File: src/hdl/mac_glue_pkg.sv
package mac_glue_pkg;

  // ==================================================
  // sdram word address, seen two ways
  // ==================================================

  // download view puts the region number above the image offset
  typedef struct packed {
    logic [3:0]  region;
    logic [20:0] ofs;
  } sdram_dl_view_t;

  // cpu view puts rom select above the 68k word address
  typedef struct packed {
    logic [2:0]  pad;
    logic        rom_sel;
    logic [20:0] word;
  } sdram_cpu_view_t;

  typedef union packed {
    sdram_dl_view_t  dl;
    sdram_cpu_view_t cpu;
  } sdram_addr_t;

  // ==================================================
  // image placement and disk sizes
  // ==================================================

  // floppy images sit right after the os rom
  localparam logic [20:0] IMG_OFS_INT = 21'h080000;
  localparam logic [20:0] IMG_OFS_EXT = 21'h100000;
  localparam logic [3:0]  DL_REGION   = 4'd1;

  // final word address of a complete image (819200 and 409600 bytes)
  localparam logic [23:0] DISK_WORDS_DS = 24'd409600;
  localparam logic [23:0] DISK_WORDS_SS = 24'd204800;

  localparam logic [7:0] IDX_ROM = 8'd0;
  localparam logic [7:0] IDX_INT = 8'd1;
  localparam logic [7:0] IDX_EXT = 8'd2;

  // 0 128KB, 1 512KB, 2 1MB, 3 4MB
  typedef logic [1:0] ram_size_t;

endpackage

File: src/hdl/clk_enable_gen.sv
module clk_enable_gen (
  input  logic clk_sys,
  input  logic RESET,
  output logic cep_o,
  output logic cen_o,
  output logic cel_o,
  output logic cepix_o
);

  // eight system clocks make one cpu phase pair
  logic [2:0] div;

  always_ff @(posedge clk_sys, posedge RESET) begin
    if (RESET) begin
      div     <= '0;
      cep_o   <= 1'b0;
      cen_o   <= 1'b0;
      cel_o   <= 1'b0;
      cepix_o <= 1'b0;
    end else begin
      div     <= div + 3'd1;
      // strobes are compared on the old divider value
      cep_o   <= (div == 3'd0);
      cen_o   <= (div == 3'd4);
      cel_o   <= (div == 3'd7);
      // pixel rate is every fourth clock
      cepix_o <= (div[1:0] == 2'b00);
    end
  end

  // the cpu phases must never overlap
  a_cep_cen_excl: assert property (@(posedge clk_sys) disable iff (RESET)
    !(cep_o && cen_o))
    else $error("cep_o and cen_o high together");

endmodule

File: src/hdl/download_packer.sv
module download_packer (
  input  logic        clk_sys,
  input  logic        RESET,
  input  logic        ioctl_wr_i,
  input  logic [24:0] ioctl_addr_i,
  input  logic [7:0]  ioctl_data_i,
  input  logic        dio_slot_i,
  output logic        ioctl_wait_o,
  output logic [15:0] dl_word_o,
  output logic [23:0] dl_word_addr_o,
  output logic        dl_we_o
);

  logic [7:0] hi_byte;
  logic       slot_q;
  logic       slot_fall;

  // ==================================================
  // byte to word packing
  // ==================================================

  always_ff @(posedge clk_sys, posedge RESET) begin
    if (RESET) begin
      hi_byte   <= '0;
      dl_word_o <= '0;
    end else if (ioctl_wr_i) begin
      if (!ioctl_addr_i[0]) begin
        hi_byte <= ioctl_data_i;
      end else begin
        // big endian with the even byte high
        dl_word_o <= {hi_byte, ioctl_data_i};
      end
    end
  end

  // host keeps the address still while it waits
  assign dl_word_addr_o = ioctl_addr_i[24:1];

  // ==================================================
  // wait flag tied to the memory slot
  // ==================================================

  assign slot_fall = slot_q && !dio_slot_i;

  always_ff @(posedge clk_sys, posedge RESET) begin
    if (RESET) begin
      slot_q       <= 1'b0;
      dl_we_o      <= 1'b0;
      ioctl_wait_o <= 1'b0;
    end else begin
      slot_q <= dio_slot_i;
      // a finished word stalls the host
      if (ioctl_wr_i && ioctl_addr_i[0]) begin
        ioctl_wait_o <= 1'b1;
      end
      // arm outside the slot so we is stable through the whole slot
      if (!dio_slot_i) begin
        dl_we_o <= ioctl_wait_o;
      end
      // the slot that carried the write has ended
      if (slot_fall && dl_we_o) begin
        ioctl_wait_o <= 1'b0;
      end
    end
  end

  a_no_wr_in_wait: assert property (@(posedge clk_sys) disable iff (RESET)
    ioctl_wait_o |-> !ioctl_wr_i)
    else $error("host byte strobe while ioctl_wait_o is high");

endmodule

File: src/hdl/image_mapper.sv
module image_mapper (
  input  logic                     clk_sys,
  input  logic                     RESET,
  input  logic                     ioctl_download_i,
  input  logic [7:0]               ioctl_index_i,
  input  logic [23:0]              dl_word_addr_i,
  input  logic [1:0]               disk_eject_i,
  output mac_glue_pkg::sdram_addr_t dl_sdram_addr_o,
  output logic [1:0]               disk_inserted_o,
  output logic [1:0]               disk_double_o
);

  import mac_glue_pkg::*;

  logic [20:0] img_ofs;
  logic        old_down;
  logic        dl_end;
  logic [1:0]  drive_sel;
  logic [1:0]  dsk_ds;
  logic [1:0]  dsk_ss;

  // ==================================================
  // sdram placement
  // ==================================================

  always_comb begin
    case (ioctl_index_i)
      IDX_ROM: img_ofs = '0;
      IDX_INT: img_ofs = IMG_OFS_INT;
      // anything else lands in the external drive area
      default: img_ofs = IMG_OFS_EXT;
    endcase
  end

  always_comb begin
    dl_sdram_addr_o.dl.region = DL_REGION;
    dl_sdram_addr_o.dl.ofs    = img_ofs + dl_word_addr_i[20:0];
  end

  // ==================================================
  // disk sidedness at end of download
  // ==================================================

  assign dl_end    = old_down && !ioctl_download_i;
  assign drive_sel = {ioctl_index_i == IDX_EXT, ioctl_index_i == IDX_INT};

  always_ff @(posedge clk_sys, posedge RESET) begin
    if (RESET) begin
      old_down <= 1'b0;
      dsk_ds   <= '0;
      dsk_ss   <= '0;
    end else begin
      old_down <= ioctl_download_i;
      for (int i = 0; i < 2; i++) begin
        // address counts words, so a full image ends exactly here
        if (dl_end && drive_sel[i]) begin
          dsk_ds[i] <= (dl_word_addr_i == DISK_WORDS_DS);
          dsk_ss[i] <= (dl_word_addr_i == DISK_WORDS_SS);
        end
        // eject wins over a download ending in the same cycle
        if (disk_eject_i[i]) begin
          dsk_ds[i] <= 1'b0;
          dsk_ss[i] <= 1'b0;
        end
      end
    end
  end

  // odd sized images are not reported as inserted
  assign disk_double_o   = dsk_ds;
  assign disk_inserted_o = dsk_ds | dsk_ss;

endmodule

File: src/hdl/mac_mem_glue.sv
module mac_mem_glue #(
  parameter int RESET_BITS = 16
) (
  input  logic                    clk_sys,
  input  logic                    RESET,
  input  logic                    pll_locked_i,
  input  logic                    reset_req_i,
  input  mac_glue_pkg::ram_size_t mem_size_i,
  // host download
  input  logic                    ioctl_download_i,
  input  logic [7:0]              ioctl_index_i,
  input  logic                    ioctl_wr_i,
  input  logic [24:0]             ioctl_addr_i,
  input  logic [7:0]              ioctl_data_i,
  output logic                    ioctl_wait_o,
  input  logic                    dio_slot_i,
  // floppy state
  input  logic [1:0]              disk_eject_i,
  output logic [1:0]              disk_inserted_o,
  output logic [1:0]              disk_double_o,
  // cpu memory request
  input  logic [21:0]             mem_addr_i,
  input  logic [15:0]             mem_data_i,
  input  logic                    mem_uds_n_i,
  input  logic                    mem_lds_n_i,
  input  logic                    ram_we_n_i,
  input  logic                    ram_oe_n_i,
  input  logic                    rom_oe_n_i,
  // sdram port
  output logic [24:0]             sdram_addr_o,
  output logic [15:0]             sdram_din_o,
  output logic [1:0]              sdram_ds_o,
  output logic                    sdram_we_o,
  output logic                    sdram_oe_o,
  output logic                    screen_write_o,
  // system control
  output logic                    cep_o,
  output logic                    cen_o,
  output logic                    cel_o,
  output logic                    cepix_o,
  output logic                    sys_reset_n_o,
  output mac_glue_pkg::ram_size_t ram_size_o
);

  import mac_glue_pkg::*;

  logic [15:0] dl_word;
  logic [23:0] dl_word_addr;
  logic        dl_we;
  sdram_addr_t dl_sdram_addr;

  // ==================================================
  // clocking and reset
  // ==================================================

  clk_enable_gen u_clk_enable_gen (
    .clk_sys (clk_sys),
    .RESET   (RESET),
    .cep_o   (cep_o),
    .cen_o   (cen_o),
    .cel_o   (cel_o),
    .cepix_o (cepix_o)
  );

  reset_sequencer #(
    .RESET_BITS (RESET_BITS)
  ) u_reset_sequencer (
    .clk_sys       (clk_sys),
    .RESET         (RESET),
    .cen_i         (cen_o),
    .pll_locked_i  (pll_locked_i),
    .reset_req_i   (reset_req_i),
    .mem_size_i    (mem_size_i),
    .sys_reset_n_o (sys_reset_n_o),
    .ram_size_o    (ram_size_o)
  );

  // ==================================================
  // download path and sdram port
  // ==================================================

  download_packer u_download_packer (
    .clk_sys        (clk_sys),
    .RESET          (RESET),
    .ioctl_wr_i     (ioctl_wr_i),
    .ioctl_addr_i   (ioctl_addr_i),
    .ioctl_data_i   (ioctl_data_i),
    .dio_slot_i     (dio_slot_i),
    .ioctl_wait_o   (ioctl_wait_o),
    .dl_word_o      (dl_word),
    .dl_word_addr_o (dl_word_addr),
    .dl_we_o        (dl_we)
  );

  image_mapper u_image_mapper (
    .clk_sys          (clk_sys),
    .RESET            (RESET),
    .ioctl_download_i (ioctl_download_i),
    .ioctl_index_i    (ioctl_index_i),
    .dl_word_addr_i   (dl_word_addr),
    .disk_eject_i     (disk_eject_i),
    .dl_sdram_addr_o  (dl_sdram_addr),
    .disk_inserted_o  (disk_inserted_o),
    .disk_double_o    (disk_double_o)
  );

  sdram_port_mux u_sdram_port_mux (
    .ioctl_download_i (ioctl_download_i),
    .dio_slot_i       (dio_slot_i),
    .dl_sdram_addr_i  (dl_sdram_addr),
    .dl_word_i        (dl_word),
    .dl_we_i          (dl_we),
    .mem_addr_i       (mem_addr_i),
    .mem_data_i       (mem_data_i),
    .mem_uds_n_i      (mem_uds_n_i),
    .mem_lds_n_i      (mem_lds_n_i),
    .ram_we_n_i       (ram_we_n_i),
    .ram_oe_n_i       (ram_oe_n_i),
    .rom_oe_n_i       (rom_oe_n_i),
    .ram_size_i       (ram_size_o),
    .sdram_addr_o     (sdram_addr_o),
    .sdram_din_o      (sdram_din_o),
    .sdram_ds_o       (sdram_ds_o),
    .sdram_we_o       (sdram_we_o),
    .sdram_oe_o       (sdram_oe_o),
    .screen_write_o   (screen_write_o)
  );

endmodule

File: src/hdl/reset_sequencer.sv
module reset_sequencer #(
  parameter int RESET_BITS = 16
) (
  input  logic                   clk_sys,
  input  logic                   RESET,
  input  logic                   cen_i,
  input  logic                   pll_locked_i,
  input  logic                   reset_req_i,
  input  mac_glue_pkg::ram_size_t mem_size_i,
  output logic                   sys_reset_n_o,
  output mac_glue_pkg::ram_size_t ram_size_o
);

  logic                  sync_reset;
  logic [3:0]            reset_pipe;
  logic [RESET_BITS-1:0] rst_cnt;
  logic                  rst_src;

  // release of the async reset walks out through the pipe
  always_ff @(posedge clk_sys, posedge RESET) begin
    if (RESET) begin
      sync_reset <= 1'b1;
      reset_pipe <= '1;
    end else begin
      {sync_reset, reset_pipe} <= {sync_reset, reset_pipe} << 1;
    end
  end

  // any of these holds the machine down
  assign rst_src = !pll_locked_i || reset_req_i || sync_reset;

  always_ff @(posedge clk_sys, posedge RESET) begin
    if (RESET) begin
      rst_cnt       <= '1;
      sys_reset_n_o <= 1'b0;
      ram_size_o    <= '0;
    end else if (rst_src) begin
      rst_cnt       <= '1;
      sys_reset_n_o <= 1'b0;
    end else if (|rst_cnt) begin
      if (cen_i) begin
        rst_cnt <= rst_cnt - 1'b1;
      end
      // menu size code starts at 512KB, so shift by one
      ram_size_o <= mem_size_i + 2'd1;
    end else begin
      sys_reset_n_o <= 1'b1;
    end
  end

  // losing pll lock must pull the system into reset on the next clock
  a_pll_holds_reset: assert property (@(posedge clk_sys) disable iff (RESET)
    !pll_locked_i |=> !sys_reset_n_o)
    else $error("sys_reset_n_o high after pll lock lost");

endmodule

File: src/hdl/sdram_port_mux.sv
module sdram_port_mux (
  input  logic                     ioctl_download_i,
  input  logic                     dio_slot_i,
  input  mac_glue_pkg::sdram_addr_t dl_sdram_addr_i,
  input  logic [15:0]              dl_word_i,
  input  logic                     dl_we_i,
  input  logic [21:0]              mem_addr_i,
  input  logic [15:0]              mem_data_i,
  input  logic                     mem_uds_n_i,
  input  logic                     mem_lds_n_i,
  input  logic                     ram_we_n_i,
  input  logic                     ram_oe_n_i,
  input  logic                     rom_oe_n_i,
  input  mac_glue_pkg::ram_size_t   ram_size_i,
  output logic [24:0]              sdram_addr_o,
  output logic [15:0]              sdram_din_o,
  output logic [1:0]               sdram_ds_o,
  output logic                     sdram_we_o,
  output logic                     sdram_oe_o,
  output logic                     screen_write_o
);

  import mac_glue_pkg::*;

  logic        download_cycle;
  sdram_addr_t port_addr;

  assign download_cycle = ioctl_download_i && dio_slot_i;

  always_comb begin
    if (download_cycle) begin
      port_addr = dl_sdram_addr_i;
    end else begin
      // ram and rom map straight into the 68k word space
      port_addr.cpu.pad     = 3'b000;
      port_addr.cpu.rom_sel = !rom_oe_n_i;
      port_addr.cpu.word    = mem_addr_i[21:1];
    end
  end

  assign sdram_addr_o = port_addr;
  assign sdram_din_o  = download_cycle ? dl_word_i : mem_data_i;
  assign sdram_ds_o   = download_cycle ? 2'b11 : {!mem_uds_n_i, !mem_lds_n_i};
  assign sdram_we_o   = download_cycle ? dl_we_i : !ram_we_n_i;
  assign sdram_oe_o   = download_cycle ? 1'b0 : (!ram_oe_n_i || !rom_oe_n_i);

  // screen buffer sits near the top of ram, so its base moves with the size
  always_comb begin
    case (ram_size_i)
      2'd0:    screen_write_o = !ram_we_n_i && (&mem_addr_i[16:15]);
      2'd1:    screen_write_o = !ram_we_n_i && (&mem_addr_i[18:15]);
      2'd2:    screen_write_o = !ram_we_n_i && (&mem_addr_i[19:15]);
      default: screen_write_o = !ram_we_n_i && (&mem_addr_i[21:15]);
    endcase
  end

endmodule

File: config.mk
export PLATFORM = sky130hd
export DESIGN_NAME = mac_mem_glue
export DESIGN_NICKNAME = d
export VERILOG_FILES = /design/src/hdl/mac_glue_pkg.sv /design/src/hdl/clk_enable_gen.sv /design/src/hdl/download_packer.sv /design/src/hdl/image_mapper.sv /design/src/hdl/mac_mem_glue.sv /design/src/hdl/reset_sequencer.sv /design/src/hdl/sdram_port_mux.sv
export SDC_FILE = /design/constraint.sdc
export NUM_CORES = 1
export LEC_CHECK = 0
export BUFFER_PORTS_ARGS = -buffer_cell sky130_fd_sc_hd__clkbuf_2
export CAP_MARGIN = 20
export CORE_ASPECT_RATIO = 1.75
export CORE_MARGIN = 2
export CORE_UTILIZATION = 53
export CTS_CLUSTER_SIZE = 25
export DETAILED_ROUTE_END_ITERATION = 8
export GPL_ROUTABILITY_DRIVEN = 0
export PLACE_DENSITY = 0.86
export SLEW_MARGIN = 20
export SYNTH_ARGS = -nofsm -noshare
export SYNTH_HDL_FRONTEND = slang
export SYNTH_HIERARCHICAL = 1
export SYNTH_SLANG_ARGS = --single-unit
File: constraint.sdc
create_clock -name clk_sys -period 3.6 [get_ports clk_sys]
set_input_delay 0.36 -clock clk_sys [delete_from_list [all_inputs] [get_ports clk_sys]]
set_output_delay 0.36 -clock clk_sys [all_outputs]
set_load 0.03 [all_outputs]
# Word level (Yosys, flattened, before mapping)
# Cells that the tools add are included.
# W data, S select, Z words.
totals:
  register_bits: 63
  in_bits: 95
  output_inout_bits: 58
  wordCells: 98
op_classes:
  n_addsub: 4
  n_eq_ne: 9
  n_mux: 22
  n_bitwise: 3
  reduce_logical: 40
ops:
  columns: ["cell", "count"]
  rows:
  - ["$mux W16", 4]
  - ["$pmux W21 S2", 1]
  - ["$eq A24 B18 Y1 const B", 1]
  - ["$eq A24 B19 Y1 const B", 1]
  - ["$mux W22", 1]
  - ["$add A21 B21 Y21", 1]
  - ["$reduce_or A16 Y1", 1]
  - ["$sub A16 B1 Y16 const B", 1]
  - ["$mux W1", 14]
  - ["$logic_and A1 B1 Y1", 11]
  - ["$reduce_and A2 Y1", 5]
  - ["$reduce_bool A2 Y1", 5]
  - ["$eq A8 B1 Y1 const B", 1]
  - ["$eq A8 B2 Y1 const B", 1]
  - ["$logic_not A1 Y1", 8]
  - ["$logic_not A8 Y1", 1]
  - ["$reduce_and A7 Y1", 1]
  - ["$eq A3 B3 Y1 const B", 2]
  - ["$reduce_and A5 Y1", 1]
  - ["$logic_not A2 Y1", 2]
  - ["$reduce_and A4 Y1", 1]
  - ["$add A3 B1 Y3 const B", 1]
  - ["$logic_not A3 Y1", 1]
  - ["$logic_or A1 B1 Y1", 3]
  - ["other kinds (8)", 9]

# Longest topological paths before layout
depth:
  word_depth: 5
  ltp_mapped: 7
  depth_no_buf: 7

# Hierarchy
# The synthesis kept the hierarchy.
modules_own_cells:
  columns: ["mod", "instances", "cells_per_inst", "area_each_um2", "seq_area_each_um2"]
  rows:
  - ["reset_sequencer", 1, 116, 1226.2, 626.9]
  - ["download_packer", 1, 84, 1222.4, 675.6]
  - ["sdram_port_mux", 1, 57, 688.2, 0.0]
  - ["image_mapper", 1, 67, 561.8, 125.1]
  - ["clk_enable_gen", 1, 16, 252.7, 175.2]

# Worst setup path after synthesis
# OpenSTA, ideal clock, no wires.
synth_path:
  path_kind: "input to output"
  start: "input port ioctl_index_i[5]"
  end: "output port sdram_addr_o[20]"
  arrival_time_ps: 1900
  required_time_ps: 3240
  setup_slack_ps: 1340
  cell_stages: 7
  path_buffers: 0
  path_cell_list: "or4_4 nor2_1 and2_1 ha_1 xor2_1 xnor2_1 mux2_4"
synth_rtl:
  columns: ["item", "line", "source"]
  rows:
  - ["start, declared", "mac_mem_glue.sv:11", "input logic [7:0] ioctl_index_i,"]
  - ["end, declared", "mac_mem_glue.sv:30", "output logic [24:0] sdram_addr_o,"]

==> flow_metrics.env <==
export IMPL_cts_tree="built"
export IMPL_hpwl_um=7300
export IMPL_finalNetCount=547
export IMPL_drc=0
export IMPL_startpoint_type="primary input"
export IMPL_cp_max_fo=5
export IMPL_diodes=0
export IMPL_dr_pass1_iters=4
export IMPL_power_density_nw_per_um2=444
export IMPL_place_area_um2=4380
export IMPL_post_cts_buffers=0
export IMPL_portBuffers=148
export IMPL_wl_per_cell_um=17.0
export IMPL_critPathCaptureType="output pin"
export IMPL_initial_core_util_pct=54.6
export IMPL_async_flop_share_pct=100
export IMPL_clockRootBuffer="clkbuf_16"
export IMPL_grt_usage_pct=22.4
export IMPL_setup_viol=0
export IMPL_fin_tns_setup_ps=0
export IMPL_postSynthCellCount=340
export IMPL_syn_to_final_growth_pct=18.9
export IMPL_io_pins=153
export IMPL_required_ps=3240
export IMPL_place_ws_ps=974
export IMPL_clock_latency_ps=330
export IMPL_h_tree_depth=3
export IMPL_die_area_um2=8190
export IMPL_via_count=2998
export IMPL_critical_path_arrival_ps=2280
export IMPL_rsz0062_at_grt="no"
export IMPL_avgViaCountPerCell=5.58
export IMPL_drive_above_1_share_pct=55.4
export IMPL_cts_buffer_depth=2
export IMPL_path_clk_slew_ps=50
export IMPL_setup_slack_ps=962
export IMPL_grt_pass1_wl_um=14500
export IMPL_syn_area_um2=3950
export IMPL_grt_ovfl_total=0
export IMPL_finalCriticalPeriod_ps=2640
export IMPL_drt_iter0_drc=152
export IMPL_synth_warnings=6
export IMPL_fin_cells=537
export IMPL_fill_cells=587
export IMPL_worstMarginPinSlew_ps=1120
export IMPL_cts_resized=0
export IMPL_dp_cells=520
export IMPL_grt_pass1_vias=3084
export IMPL_synth_edff_count=0
export IMPL_skew_ps=2.53
export IMPL_yosysSeqAreaShare_pct=40.6
export IMPL_max_freq_mhz=379
export IMPL_antenna_found_initial=0
export IMPL_hold_class="primary input to asynchronous set/reset pin"
export IMPL_holdWs_ps=1.29
export IMPL_die_w_um=69.3
export IMPL_synth_area_per_cell_um2=11.6
export IMPL_slew_viol_final=0
export IMPL_hold_violations=0
export IMPL_clock_sinks=63
export IMPL_synth_ff_type="dfrtp_1"
export IMPL_p_leak_nw=2.33
export IMPL_critical_path_class="primary input to output pin"
export IMPL_ir_worst_vdd_uv=301
export IMPL_drv_cap=0
export IMPL_chipHeight_um=118
export IMPL_postLayoutCellArea_um2=4700
export IMPL_antenna_left=0
export IMPL_fin_crit_sh_pct=73.3
export IMPL_ys_types=58
export IMPL_core_um2=7230
export IMPL_cts_buffers=9
export IMPL_postCtsHoldBufs=0
export IMPL_core_rowCount=41
export IMPL_slew_limit_headroom_pct=24.9
export IMPL_status="finished, final reports clean"
export IMPL_grt_max_degree=44
export IMPL_ys_ff_latch=63
export IMPL_drt_wl_total_um=9130
-- Yosys cell counts (4+ instances only) --
master | count | area [µm²]
o32ai_1 | 4 | 35.0
mux2_2 | 4 | 45.0
nor2_1 | 9 | 33.8
a21oi_1 | 6 | 30.0
dfstp_2 | 21 | 552
or4_4 | 5 | 56.3
ha_1 | 6 | 75.1
nand2_1 | 11 | 41.3
inv_1 | 13 | 48.8
dfrtp_1 | 42 | 1050
buf_6 | 5 | 56.3
mux2_1 | 14 | 158
o21ai_0 | 10 | 50.1
and3_1 | 5 | 31.3
nand3_1 | 13 | 65.1
a31oi_1 | 4 | 25.0
mux2_4 | 44 | 661
buf_4 | 47 | 353
nor3_1 | 5 | 25.0
nor4_1 | 6 | 37.5
or3_1 | 4 | 25.0
-- worst max-delay path, cell delays in order --
cell      delay (ps)
clkbuf_2          90
or4_4            560
nor2_1           200
and2_1           150
ha_1             150
xor2_1           180
xnor2_1          120
mux2_4           280
clkbuf_2         200
-- cells in the final DEF (no fill, tap or decap), drive strengths merged, types with 2 or more instances in the layout --
master,n
dfrtp,42
ha,6
nand3b,3
conb,5
o41ai,2
nor2,9
a21boi,2
o21ai,12
clkbuf,159
xor2,2
inv,13
xnor2,3
nand2,13
a21oi,6
or4,8
nor4b,2
and4,2
and2,3
nand2b,2
nand4,3
clkinvlp,3
or3,4
a31oi,4
nor4bb,2
nand3,13
o32ai,4
nor3,5
nor4,8
or2,3
dfstp,21
o31ai,3
o211ai,2
and3,5
mux2,62
-- registers in the layout (all words and copies together) (netlist names) --
register	flops
u_reset_sequencer/rst_cnt	16
u_image_mapper/old_down	1
u_clk_enable_gen/cel_o	1
u_reset_sequencer/sys_reset_n_o	1
u_reset_sequencer/ram_size_o	2
u_download_packer/dl_we_o	1
u_download_packer/dl_word_o	16
u_clk_enable_gen/cepix_o	1
u_reset_sequencer/reset_pipe	4
u_download_packer/hi_byte	8
u_clk_enable_gen/div	3
u_download_packer/ioctl_wait_o	1
u_image_mapper/disk_double_o	2
u_clk_enable_gen/cep_o	1
u_download_packer/slot_q	1
u_image_mapper/dsk_ss	2
u_clk_enable_gen/cen_o	1
u_reset_sequencer/sync_reset	1
-- routing by layer --
layer  share of wire, %  track usage, %  vias to the layer above
li1                   -               -                     1392
met5                  0               0                        -
met1                 33            21.5                     1448
met4                3.7            13.2                        0
met2                 57            43.3                      135
met3                5.7            3.75                       23
-- kinds of logic (layout without fill, tap and decap cells) --
group           Yosys count  count (layout)  synth area share, %
compound gates           40              40                 7.35
xor+xnor                  5               5                 1.11
fa+ha+maj                 6               6                 1.90
buf+inv                  69             178                 12.0
flops                    63              63                 40.6
mux                      62              62                 21.8
other cells               3               5                0.285
simple gates             92              92                 14.9
-- per-stage QoR --
stage | power (W) | utilization [%]
3_5_place_dp | 0.00124 | 60.6
3_3_place_gp | 0.00123 | 60.6
6_report | 0.00208 | 64.9
4_1_cts | 0.00210 | 64.7
5_1_grt | 0.00217 | 64.9
2_1_floorplan | 0.00113 | -
-- path summary, 6_finish.rpt --
| kind | startpoint | to | slack, ps | cells after the start |
|---|---|---|---|---|
| worst min-delay path | RESET | u_image_mapper/disk_double_o[0] | 1 | 2 |
| worst max-delay path | ioctl_index_i[5] | sdram_addr_o[20] | 960 | 9 |
| max in group asynchronous | RESET | u_reset_sequencer/ram_size_o[1] | 2750 | 2 |
| worst min register to register | u_reset_sequencer/reset_pipe[3] | u_reset_sequencer/sync_reset | 350 | 0 |
| min in group clk_sys | ioctl_download_i | u_image_mapper/old_down | 250 | 1 |
| worst max register to register | u_reset_sequencer/rst_cnt[0] | u_reset_sequencer/rst_cnt[10] | 1380 | 6 |
-- power by group --
| group | switching, W | internal (W) | leakage (nW) |
|---|---|---|---|
| clock | 0.000298 | 0.000552 | 0.138 |
| combinational | 0.000228 | 0.000186 | 1.47 |
| sequential | 0.0000444 | 0.000775 | 0.728 |
| total | 0.000571 | 0.00151 | 2.33 |
-- area by class of cell --
cell class / instances / area [µm²] / area share [%]
flip-flops and latches: 63 / 1600 / 34.1
clock buffers: 11 / 243 / 5.17
repair buffers: 149 / 756 / 16.1
well taps: 86 / 108 / 2.29
multi-input cells: 210 / 1880 / 40.1
clock inverters: 5 / 57.6 / 1.23
inverters: 13 / 48.8 / 1.04
No activity file was read; power rests on OpenSTA's default activity.
